==> src/rtl/peakPkg.sv <==
package peakPkg;

   // sample format and frame geometry
   localparam int sampleWidth = 10;        // two's complement
   localparam int numSamples = 64;         // candidates per frame
   localparam int indexWidth = 6;          // log2(numSamples)

   // three 4:1 levels cover 64 inputs, one register each
   localparam int treeLevels = 3;

   // one search candidate, its value travels with its position
   typedef struct packed
   {
      logic signed [sampleWidth-1:0] value;
      logic [indexWidth-1:0] index;
   } candidate_t;

endpackage
==> src/rtl/wbPkg.sv <==
package wbPkg;

   localparam int adrWidth = 7;            // word address
   localparam int dataWidth = 32;

   // master to slave
   typedef struct packed
   {
      logic cyc;
      logic stb;
      logic we;
      logic [adrWidth-1:0] adr;
      logic [dataWidth-1:0] dat;
   } wbReq_t;

   // slave to master
   typedef struct packed
   {
      logic ack;
      logic [dataWidth-1:0] dat;
   } wbRsp_t;

   // register map
   localparam logic [adrWidth-1:0] sampleBase = 7'd0;    // 64 sample words
   localparam logic [adrWidth-1:0] ctrlAddr = 7'd64;     // bit 0 start, write only
   localparam logic [adrWidth-1:0] statusAddr = 7'd65;
   localparam logic [adrWidth-1:0] resultAddr = 7'd66;

   typedef struct packed
   {
      logic [dataWidth-3:0] pad;
      logic busy;
      logic done;
   } statusWord_t;

   typedef struct packed
   {
      logic [dataWidth-peakPkg::indexWidth-peakPkg::sampleWidth-1:0] pad;
      logic [peakPkg::indexWidth-1:0] index;
      logic signed [peakPkg::sampleWidth-1:0] value;
   } resultWord_t;

   // the read word means a different layout at each readable address
   typedef union packed
   {
      statusWord_t status;
      resultWord_t result;
   } readWord_u;

endpackage

==> src/rtl/peakSearchTop.sv <==
`timescale 1ns/1ps

module peakSearchTop
(
   input  logic clk,
   input  logic reset,
   input  wbPkg::wbReq_t wbIn,
   output wbPkg::wbRsp_t wbOut
);

   logic sampleWe;
   logic [peakPkg::indexWidth-1:0] sampleAdr;
   logic [peakPkg::sampleWidth-1:0] sampleData;
   logic launch;
   logic frameValid;
   peakPkg::candidate_t [peakPkg::numSamples-1:0] frame;
   logic peakValid;
   peakPkg::candidate_t peak;

   wbPeakRegs regs
   (
      .clk        (clk),
      .reset      (reset),
      .wbIn       (wbIn),
      .wbOut      (wbOut),
      .sampleWe   (sampleWe),
      .sampleAdr  (sampleAdr),
      .sampleData (sampleData),
      .launch     (launch),
      .peakValid  (peakValid),
      .peak       (peak)
   );

   sampleBank bank
   (
      .clk        (clk),
      .reset      (reset),
      .sampleWe   (sampleWe),
      .sampleAdr  (sampleAdr),
      .sampleData (sampleData),
      .launch     (launch),
      .frameValid (frameValid),
      .frame      (frame)
   );

   peakTree tree
   (
      .clk        (clk),
      .reset      (reset),
      .frameValid (frameValid),
      .frame      (frame),
      .peakValid  (peakValid),
      .peak       (peak)
   );

endmodule

==> src/rtl/wbPeakRegs.sv <==
`timescale 1ns/1ps

module wbPeakRegs
(
   input  logic clk,
   input  logic reset,
   input  wbPkg::wbReq_t wbIn,
   output wbPkg::wbRsp_t wbOut,
   output logic sampleWe,
   output logic [peakPkg::indexWidth-1:0] sampleAdr,
   output logic [peakPkg::sampleWidth-1:0] sampleData,
   output logic launch,
   input  logic peakValid,
   input  peakPkg::candidate_t peak
);

   logic ack;
   logic reqSeen;
   logic wrAccess;
   logic rdAccess;
   logic [wbPkg::adrWidth-1:0] sampleOff;
   logic isSample;
   logic [1:0] inFlight;                   // frames between launch and peak
   logic busy;
   logic done;
   peakPkg::candidate_t result;
   wbPkg::readWord_u readMux;
   wbPkg::readWord_u readWord;

   assign reqSeen = wbIn.cyc && wbIn.stb && !ack;
   assign wrAccess = reqSeen && wbIn.we;
   assign rdAccess = reqSeen && !wbIn.we;

   assign sampleOff = wbIn.adr - wbPkg::sampleBase;
   assign isSample = (sampleOff < wbPkg::adrWidth'(peakPkg::numSamples));

   // sample write lands at the ack edge
   assign sampleWe = wrAccess && isSample;
   assign sampleAdr = sampleOff[peakPkg::indexWidth-1:0];
   assign sampleData = wbIn.dat[peakPkg::sampleWidth-1:0];

   assign busy = (inFlight != 2'd0);

   always_ff @(posedge clk)
   begin
      if (reset)
      begin
         ack <= 1'b0;
         launch <= 1'b0;
         readWord <= '0;
      end
      else
      begin
         ack <= reqSeen;
         launch <= wrAccess && (wbIn.adr == wbPkg::ctrlAddr) && wbIn.dat[0];
         readWord <= rdAccess ? readMux : '0;   // zero outside ack
      end
   end

   always_ff @(posedge clk)
   begin
      if (reset)
         inFlight <= 2'd0;
      else if (launch && !peakValid)
         inFlight <= inFlight + 2'd1;
      else if (!launch && peakValid)
         inFlight <= inFlight - 2'd1;
   end

   always_ff @(posedge clk)
   begin
      if (reset)
         done <= 1'b0;
      else if (peakValid)
         done <= 1'b1;                     // new result wins over a clear
      else if (rdAccess && (wbIn.adr == wbPkg::resultAddr))
         done <= 1'b0;
   end

   always_ff @(posedge clk)
   begin
      if (peakValid)
         result <= peak;                   // most recent frame
   end

   always_comb
   begin
      readMux = '0;
      if (wbIn.adr == wbPkg::statusAddr)
      begin
         readMux.status.busy = busy;
         readMux.status.done = done;
      end
      else if (wbIn.adr == wbPkg::resultAddr)
      begin
         readMux.result.index = result.index;
         readMux.result.value = result.value;
      end
   end

   assign wbOut.ack = ack;
   assign wbOut.dat = readWord;

   assert property (@(posedge clk) disable iff (reset) ack |=> !ack);

   assert property (@(posedge clk) disable iff (reset)
      ack |-> $past(wbIn.cyc && wbIn.stb));

endmodule

==> src/rtl/sampleBank.sv <==
`timescale 1ns/1ps

module sampleBank
(
   input  logic clk,
   input  logic reset,
   input  logic sampleWe,
   input  logic [peakPkg::indexWidth-1:0] sampleAdr,
   input  logic [peakPkg::sampleWidth-1:0] sampleData,
   input  logic launch,
   output logic frameValid,
   output peakPkg::candidate_t [peakPkg::numSamples-1:0] frame
);

   logic signed [peakPkg::sampleWidth-1:0] samples [peakPkg::numSamples];

   // host side register file
   always_ff @(posedge clk)
   begin
      if (reset)
      begin
         for (int i = 0; i < peakPkg::numSamples; i++)
            samples[i] <= '0;
      end
      else if (sampleWe)
      begin
         samples[sampleAdr] <= sampleData;
      end
   end

   always_ff @(posedge clk)
   begin
      if (reset)
         frameValid <= 1'b0;
      else
         frameValid <= launch;             // one cycle per start
   end

   // snapshot, later sample writes leave the frame alone
   always_ff @(posedge clk)
   begin
      if (launch)
      begin
         for (int i = 0; i < peakPkg::numSamples; i++)
         begin
            frame[i].value <= samples[i];
            frame[i].index <= peakPkg::indexWidth'(i);
         end
      end
   end

endmodule

==> src/rtl/peakTree.sv <==
`timescale 1ns/1ps

module peakTree
(
   input  logic clk,
   input  logic reset,
   input  logic frameValid,
   input  peakPkg::candidate_t [peakPkg::numSamples-1:0] frame,
   output logic peakValid,
   output peakPkg::candidate_t peak
);

   peakPkg::candidate_t [15:0] leafWin;
   logic [15:0] leafValid;
   peakPkg::candidate_t [3:0] midWin;
   logic [3:0] midValid;

   // level 1, four samples per leaf
   for (genvar i = 0; i < 16; i++)
   begin : gLeaf
      signedMax4 leaf
      (
         .clk      (clk),
         .reset    (reset),
         .inValid  (frameValid),
         .cand     (frame[4*i +: 4]),
         .outValid (leafValid[i]),
         .winner   (leafWin[i])
      );
   end

   // level 2
   for (genvar j = 0; j < 4; j++)
   begin : gMid
      signedMax4 mid
      (
         .clk      (clk),
         .reset    (reset),
         .inValid  (leafValid[4*j]),       // all leaves share timing
         .cand     (leafWin[4*j +: 4]),
         .outValid (midValid[j]),
         .winner   (midWin[j])
      );
   end

   // level 3
   signedMax4 root
   (
      .clk      (clk),
      .reset    (reset),
      .inValid  (midValid[0]),
      .cand     (midWin),
      .outValid (peakValid),
      .winner   (peak)
   );

   assert property (@(posedge clk) disable iff (reset)
      ((&leafValid) || !(|leafValid)) && ((&midValid) || !(|midValid)));

   // fixed pipeline depth, one register per level
   assert property (@(posedge clk) disable iff (reset)
      frameValid |-> ##(peakPkg::treeLevels) peakValid);

endmodule

==> src/rtl/signedMax4.sv <==
`timescale 1ns/1ps

module signedMax4
(
   input  logic clk,
   input  logic reset,
   input  logic inValid,
   input  peakPkg::candidate_t [3:0] cand,
   output logic outValid,
   output peakPkg::candidate_t winner
);

   peakPkg::candidate_t pairLow;
   peakPkg::candidate_t pairHigh;
   peakPkg::candidate_t best;

   // returns 1 when b beats a
   function automatic logic bWins(peakPkg::candidate_t a, peakPkg::candidate_t b);
      logic aNeg;
      logic bNeg;
      aNeg = a.value[peakPkg::sampleWidth-1];
      bNeg = b.value[peakPkg::sampleWidth-1];
      case ({aNeg, bNeg})
         2'b01: bWins = 1'b0;              // a positive, b negative
         2'b10: bWins = 1'b1;              // a negative, b positive
         default:
         begin
            // same sign, so the raw bits order like the values
            if (a.value == b.value)
               bWins = (b.index < a.index);     // tie to lower index
            else
               bWins = ($unsigned(b.value) > $unsigned(a.value));
         end
      endcase
   endfunction

   always_comb
   begin
      pairLow = bWins(cand[0], cand[1]) ? cand[1] : cand[0];
      pairHigh = bWins(cand[2], cand[3]) ? cand[3] : cand[2];
      best = bWins(pairLow, pairHigh) ? pairHigh : pairLow;
   end

   always_ff @(posedge clk)
   begin
      if (reset)
         outValid <= 1'b0;
      else
         outValid <= inValid;
   end

   always_ff @(posedge clk)
   begin
      winner <= best;                      // payload only
   end

   // the registered winner dominates every input it was chosen from
   for (genvar i = 0; i < 4; i++)
   begin : gDominates
      assert property (@(posedge clk) disable iff (reset)
         outValid |-> $signed(winner.value) >= $signed($past(cand[i].value)));

      // equal values resolve to the lower index
      assert property (@(posedge clk) disable iff (reset)
         outValid && (winner.value == $past(cand[i].value))
            |-> winner.index <= $past(cand[i].index));
   end

endmodule

==> config.mk <==
export PLATFORM = sky130hd
export DESIGN_NAME = peakSearchTop
export DESIGN_NICKNAME = d
export VERILOG_FILES = /design/src/rtl/peakPkg.sv /design/src/rtl/wbPkg.sv /design/src/rtl/peakSearchTop.sv /design/src/rtl/wbPeakRegs.sv /design/src/rtl/sampleBank.sv /design/src/rtl/peakTree.sv /design/src/rtl/signedMax4.sv
export SDC_FILE = /design/constraint.sdc
export NUM_CORES = 2
export LEC_CHECK = 0
export BUFFER_PORTS_ARGS = -buffer_cell sky130_fd_sc_hd__buf_2
export CAP_MARGIN = 20
export CORE_AREA = 4 4 361 363
export CTS_BUF_LIST = sky130_fd_sc_hd__clkbuf_8
export DETAILED_ROUTE_END_ITERATION = 7
export DIE_AREA = 0 0 365 367
export PLACE_DENSITY = 0.76
export SLEW_MARGIN = 15
export SYNTH_ARGS = -nofsm -noshare
export SYNTH_HDL_FRONTEND = slang
export SYNTH_SLANG_ARGS = --single-unit
==> constraint.sdc <==
create_clock -name clk -period 40.4 [get_ports clk]
set_input_delay 2.02 -clock clk [delete_from_list [all_inputs] [get_ports clk]]
set_output_delay 2.02 -clock clk [all_outputs]
set_load 0.05 [all_outputs]
# Word level (Yosys, flattened, before mapping)
# Memory sizes are Yosys's and may differ from the RTL's. A register that Yosys moved wholly into a read port is not among the register bits.
# Index checks and enable logic that the tools add are counted.
word_totals:
  wordCells: 570
  mem_count: 1
  mem_bits_rw: 640
  register_bits: 393
mem_list:
  columns: ["memory", "words", "word_bits", "rd", "rd_clocked_by_memory_dff", "wr", "line_no", "text"]
  rows:
  - ["bank.samples", 64, 10, 64, 64, 64, "sampleBank.sv:15", "logic signed [peakPkg::sampleWidth-1:0] samples [peakPkg::numSamples];"]
classes:
  bitwise: 2
  n_reduce_logical: 20
  order_cmp: 95
  mux: 203
  add_sub_neg: 2
  eq_ne: 192
op_table:
  columns: ["op", "n"]
  rows:
  - ["2-to-1 mux 16 bit", 64]
  - ["equality test 10 bit", 63]
  - ["> comparator 10 bit", 63]
  - ["< comparator 6 bit", 31]
  - ["equality test 2 x 1 -> 1 bit (second input constant)", 63]
  - ["equality test 2 bit (second input constant)", 63]
  - ["one-hot mux 1 bit (2 select lines)", 63]
  - ["2-to-1 mux 1 bit", 71]
  - ["equality test 7 bit (second input constant)", 3]
  - ["logical AND 1 bit", 10]
  - ["2-to-1 mux 10 bit", 1]
  - ["OR reduction 10 bit", 1]
  - ["< comparator 7 bit (second input constant)", 1]
  - ["2-to-1 mux 2 bit", 3]
  - ["2-to-1 mux 6 bit", 1]
  - ["nonzero test 2 bit", 3]
  - ["zero test 1 bit", 4]
  - ["OR reduction 4 bit", 1]
  - ["adder 2 x 1 -> 2 bit (second input constant)", 1]
  - ["NOT 1 bit", 2]
  - ["OR reduction 2 bit", 1]
  - ["subtractor 2 x 1 -> 2 bit (second input constant)", 1]

# Longest topological paths before layout
depth:
  ltp_word: 9
  depth_mapped: 21
  ltp_nobuf: 19

# Modules after synthesis
# Synthesis repeated with hierarchy kept, for this count alone.
hier_totals:
  cells_unflattened: 9103
  hier_area_um2: 100944.3
by_module_without_submodules:
  columns: ["mod", "cells_per_inst", "area_each_um2", "seq_area_each_um2", "n_inst"]
  rows:
  - ["sampleBank", 2721, 47593.1, 38456.9, 1]
  - ["signedMax4 at tree.gLeaf[0].leaf ...", 298, 2464.9, 340.3, 17]
  - ["signedMax4 at tree.gMid[3].mid ...", 287, 2477.4, 340.3, 2]
  - ["signedMax4 at tree.gLeaf[3].leaf", 310, 2517.4, 340.3, 1]
  - ["signedMax4 at tree.gLeaf[2].leaf", 317, 2503.7, 340.3, 1]
  - ["wbPeakRegs", 115, 1472.7, 900.9, 1]

# Least setup slack after synthesis
# Ideal clock, no wire load.
synth_timing:
  kind: "register -> register"
  from: "register regs.launch"
  to: "register regs.inFlight[1]"
  n_path_buf: 0
  synth_period_minus_slack_ns: 16.994
  path_slack_ns: 23.406
  arrival_ns: 16.924
  path_stages_with_launch: 4
  setup_ns: 0.070
  path_cell_list: "dfxtp_1 ha_1 or3_1 a21oi_1"
synth_between:
  elab_chain_cells: 3
  word_cells_on_any_way: 5
synth_lines:
  columns: ["item", "line_no", "text"]
  rows:
  - ["start, declared", "wbPeakRegs.sv:12", "output logic launch,"]
  - ["start signal, assigned", "wbPeakRegs.sv:55", "launch <= wrAccess && (wbIn.adr == wbPkg::ctrlAddr) && wbIn.dat[0];"]
  - ["zero test 1 bit", "wbPeakRegs.sv:66", "else if (!launch && peakValid)"]
  - ["logical AND 1 bit", "wbPeakRegs.sv:66", null]
  - ["nonzero test 2 bit (no line)", null, null]
  - ["end signal, assigned", "wbPeakRegs.sv:65", "inFlight <= inFlight + 2'd1;"]
  - ["end signal, assigned", "wbPeakRegs.sv:67", "inFlight <= inFlight - 2'd1;"]
  - ["end, declared", "wbPeakRegs.sv:23", "logic [1:0] inFlight;"]
# Several ways; a longest one is shown, not always the timed one.
# A chain may end at the register's enable or synchronous reset.

==> Flow_metrics.wiki <==
{| class="wikitable"
! Metric !! Value
|-
| Core Box Area || 0.127 mm^2
|-
| Count of final setup violators || 0
|-
| Data required time of the critical path || 41.19 ns
|-
| DRC violations left || 0
|-
| First-pass GRT wire length || 244 mm
|-
| Sum of negative setup slack || 0 ns
|-
| Number of buffers inserted by hold repair at cts || 0
|-
| Share of the synthesized netlist area taken by xor and xnor gates || 0.00173
|-
| Post-synth top flop || sky130_fd_sc_hd__edfxtp_1
|-
| Worst Skew || 0.0525 ns
|-
| Max Buffers Root-to-Sink || 3
|-
| Clock transition at the registers of the reported paths || 0.06 ns
|-
| Final Net Count || 6865
|-
| Cell occurring most often along the worst timing path || sky130_fd_sc_hd__inv_1
|-
| Share of the cycle needed by the critical path after routing || 0.137
|-
| Final Instance Area || 0.0824 mm^2
|-
| Yosys top cell area share || 0.514
|-
| DRC violation total after the first TritonRoute iteration || 3773
|-
| CP Data Arrival Time || 6.32 ns
|-
| Largest area contributor in the netlist || sky130_fd_sc_hd__edfxtp_1
|-
| Setup Buffers After CTS || 0
|-
| Share of total power in combinational logic || 0.016
|-
| Post-synth design cell area || 0.0757 mm^2
|-
| Family of cells with the greatest summed delay on the critical path || compound AO/OA/AOI/OAI gates
|-
| Class of the worst hold path || reg -> reg
|-
| Yosys cell types || 91
|-
| Via density || 5.49
|-
| Max Freq || 181 MHz
|-
| WL per Instance || 19.9 um
|-
| Clock Sink Count || 1585
|-
| Power per cell area || 38.1 mW/mm^2
|-
| Sum of internal, switching and leakage power || 3.14 mW
|-
| Async set or reset register ratio after synthesis || 0
|-
| Most common library cell in the layout ignoring fill and taps || sky130_fd_sc_hd__edfxtp_1
|-
| H-tree levels || 4
|-
| Buf/Inv on CP || 3
|-
| Synthesized-area fraction occupied by ao, oa, aoi and oai cells || 0.0597
|-
| DP Area || 0.0775 mm^2
|-
| Reg power frac || 0.571
|-
| Initial Util || 0.596
|-
| Pin count of the biggest net entering global routing || 178
|-
| Number of port buffers || 38
|-
| Share of cells above drive strength 1 || 0.0919
|-
| Portion of the post-synthesis area used by sequential elements || 0.590
|-
| Placer Congestion || 0.899
|-
| DIE AREA || 0.134 mm^2
|-
| Cell types occupying the most area after synthesis || sky130_fd_sc_hd__edfxtp_1 51%, sky130_fd_sc_hd__ha_1 12%, sky130_fd_sc_hd__dfxtp_1 7.6%
|-
| Synth warnings || 0
|-
| Number of maximum-capacitance constraint violations || 0
|-
| Final Max Slew Viols || 0
|-
| Mapped Cells || 5967
|-
| Number of placed I/O pins || 77
|-
| Routed vias || 43800
|-
| Internal power summed over all cells || 2.48 mW
|-
| Combined global-route utilization of all metal layers || 0.238
|-
| Worst-path fanout max || 12
|-
| Die span in x || 365 um
|-
| Die boundary height || 367 um
|-
| Worst slew margin || 0.283
|-
| Slowest stage cell on the critical path || sky130_fd_sc_hd__a21boi_0
|-
| Arithmetic-cell share of the synthesized area counting full adders, half adders and majority gates || 0.122
|-
| Avg Inst Size Synth || 12.7 um^2
|-
| Switching share of total power || 0.211
|-
| CP max stage delay || 0.80 ns
|-
| Number of fillers in the final layout || 9161
|-
| Hpwl dp || 109 mm
|-
| Outcome || finished clean
|-
| TritonCTS buffer count || 238
|-
| Number of global-route vias before repair || 44100
|-
| Setup repair after global routing missed its margin || false
|-
| Fraction of the mapped netlist area in simple logic gates || 0.106
|-
| Worst Max-Slew Pin Slew || 1.07 ns
|-
| Setup slack after layout || 34.87 ns
|-
| VDD IR-drop max || 40.1 uV
|-
| Setup slack after placement || 34.84 ns
|-
| Total gr overflow || 0
|-
| Layout area overhead || 8.82%
|-
| Category of the worst setup path capture point || flop
|-
| Net Sw Power || 0.662 mW
|-
| Startpoint kind of the worst setup timing path || flop
|-
| Worst path cell trace || inv_1 -> ha_1 -> nand4_1 -> nor2_1 -> a21oi_1 -> o211ai_1 -> a31o_2 -> inv_1 -> a21boi_0 -> inv_1 -> ha_1 -> a21o_1 -> a211o_1 -> o41ai_1 -> a31oi_1 -> o21ai_0 -> o311a_1 -> mux2i_1
|-
| Final hold viol count || 0
|-
| Post-route minimum period || 5.53 ns
|-
| EDFF count, synth || 1296
|-
| Power share of the clock group || 0.414
|-
| Count of antenna-violating nets left after detailed routing || 0
|-
| Total leakage power || 36.1 nW
|-
| Number of antenna violations at the first check in global routing || 17
|-
| Most frequent cells in the layout || 1296 x sky130_fd_sc_hd__edfxtp_1, 860 x sky130_fd_sc_hd__inv_1, 736 x sky130_fd_sc_hd__ha_1
|-
| Main combinational cell family by area after synthesis || adder cells
|-
| Number of flip-flops and latches in the synthesized netlist || 1585
|-
| Resized Gates After CTS || 0
|-
| Clock latency of the later-clocked register in the worst-skew pair || 0.96 ns
|-
| Pre-antenna DRT Iters || 5
|-
| CTS tree || built
|-
| Root Buffer || sky130_fd_sc_hd__clkbuf_8
|-
| Post-synthesis mux area share || 0.0681
|-
| Category of the most critical setup path || reg -> reg
|-
| Num rows || 131
|-
| Final wirelength || 158 mm
|}
[power by group through the flow]
stage | registers, mW | clock network [mW] | logic (mW)
floorplan | 1.82 | 0 | 0.0282
global placement | 1.82 | 0 | 0.0485
detailed placement | 1.83 | 0 | 0.0495
CTS | 1.79 | 1.32 | 0.0496
global route | 1.79 | 1.40 | 0.0519
finish | 1.79 | 1.30 | 0.0490
[kinds of logic (layout without fill, tap and decap cells)]
logic type | Yosys count | after routing
flops | 1585 | 1585
mux | 510 | 510
xor+xnor | 15 | 15
simple gates | 1441 | 1441
compound gates | 670 | 670
buf+inv | 1004 | 1322
fa+ha+maj | 741 | 741
other cells | 1 | 20
[cell type report]
type | instances | area (um^2) | share of cell area
multi-input cells | 3393 | 27200 | 0.330
inverters | 770 | 2890 | 0.0351
diodes | 4 | 10.0 | 0.000121
repair buffers | 97 | 694 | 0.00843
clock inverters | 188 | 1160 | 0.0141
clock buffers | 267 | 3670 | 0.0446
flip-flops and latches | 1585 | 44700 | 0.543
well taps | 1662 | 2080 | 0.0252
[sequential cells by signal (all words and copies together) (netlist names), 2 cells and up]
register	cells
regs.result	16
tree.gLeaf.leaf.winner	192
tree.root.winner	16
regs.inFlight	2
regs.readWord	16
bank.frame	640
bank.samples	640
tree.gMid.mid.winner	56
[worst paths after layout]
path                             startpoint                          to  slack [ns]  cells after the start
max          tree.gLeaf[11].leaf.winner[15]  tree.gMid[2].mid.winner[0]       34.87                     18
min                     tree.root.winner[5]              regs.result[5]        0.38                      0
max reg2reg  tree.gLeaf[11].leaf.winner[15]  tree.gMid[2].mid.winner[0]       34.87                     18
min reg2reg             tree.root.winner[5]              regs.result[5]        0.38                      0
[Yosys cell counts (69+ instances only)]
cell	instances
sky130_fd_sc_hd__ha_1	736
sky130_fd_sc_hd__edfxtp_1	1296
sky130_fd_sc_hd__nor2b_1	70
sky130_fd_sc_hd__and2_1	658
sky130_fd_sc_hd__clkbuf_1	169
sky130_fd_sc_hd__a21oi_1	222
sky130_fd_sc_hd__nand2_1	132
sky130_fd_sc_hd__o21ai_0	69
sky130_fd_sc_hd__nand4_1	74
sky130_fd_sc_hd__nor2_1	260
sky130_fd_sc_hd__mux2i_1	482
sky130_fd_sc_hd__dfxtp_1	289
sky130_fd_sc_hd__inv_1	765
[layer usage]
metal  up-vias  GRT usage  wire [um]
met1     21000      0.311      66700
li1      21300          -          -
met2      1149      0.401      76800
met5         -          0          0
met3       307     0.0385       9340
met4         0     0.0880       5370
[metrics by stage]
| step | util | hold WS (ns) | instances |
|---|---|---|---|
| 3_3_place_gp | 0.610 | 0.389 | 7499 |
| 4_1_cts | 0.648 | 0.385 | 7958 |
| 3_5_place_dp | 0.610 | 0.389 | 7503 |
| 2_1_floorplan | - | 0.386 | 5982 |
| 5_1_grt | 0.649 | 0.390 | 7964 |
| 6_report | 0.649 | 0.379 | 7966 |
Note: power is estimated with default switching activity, not from simulation.
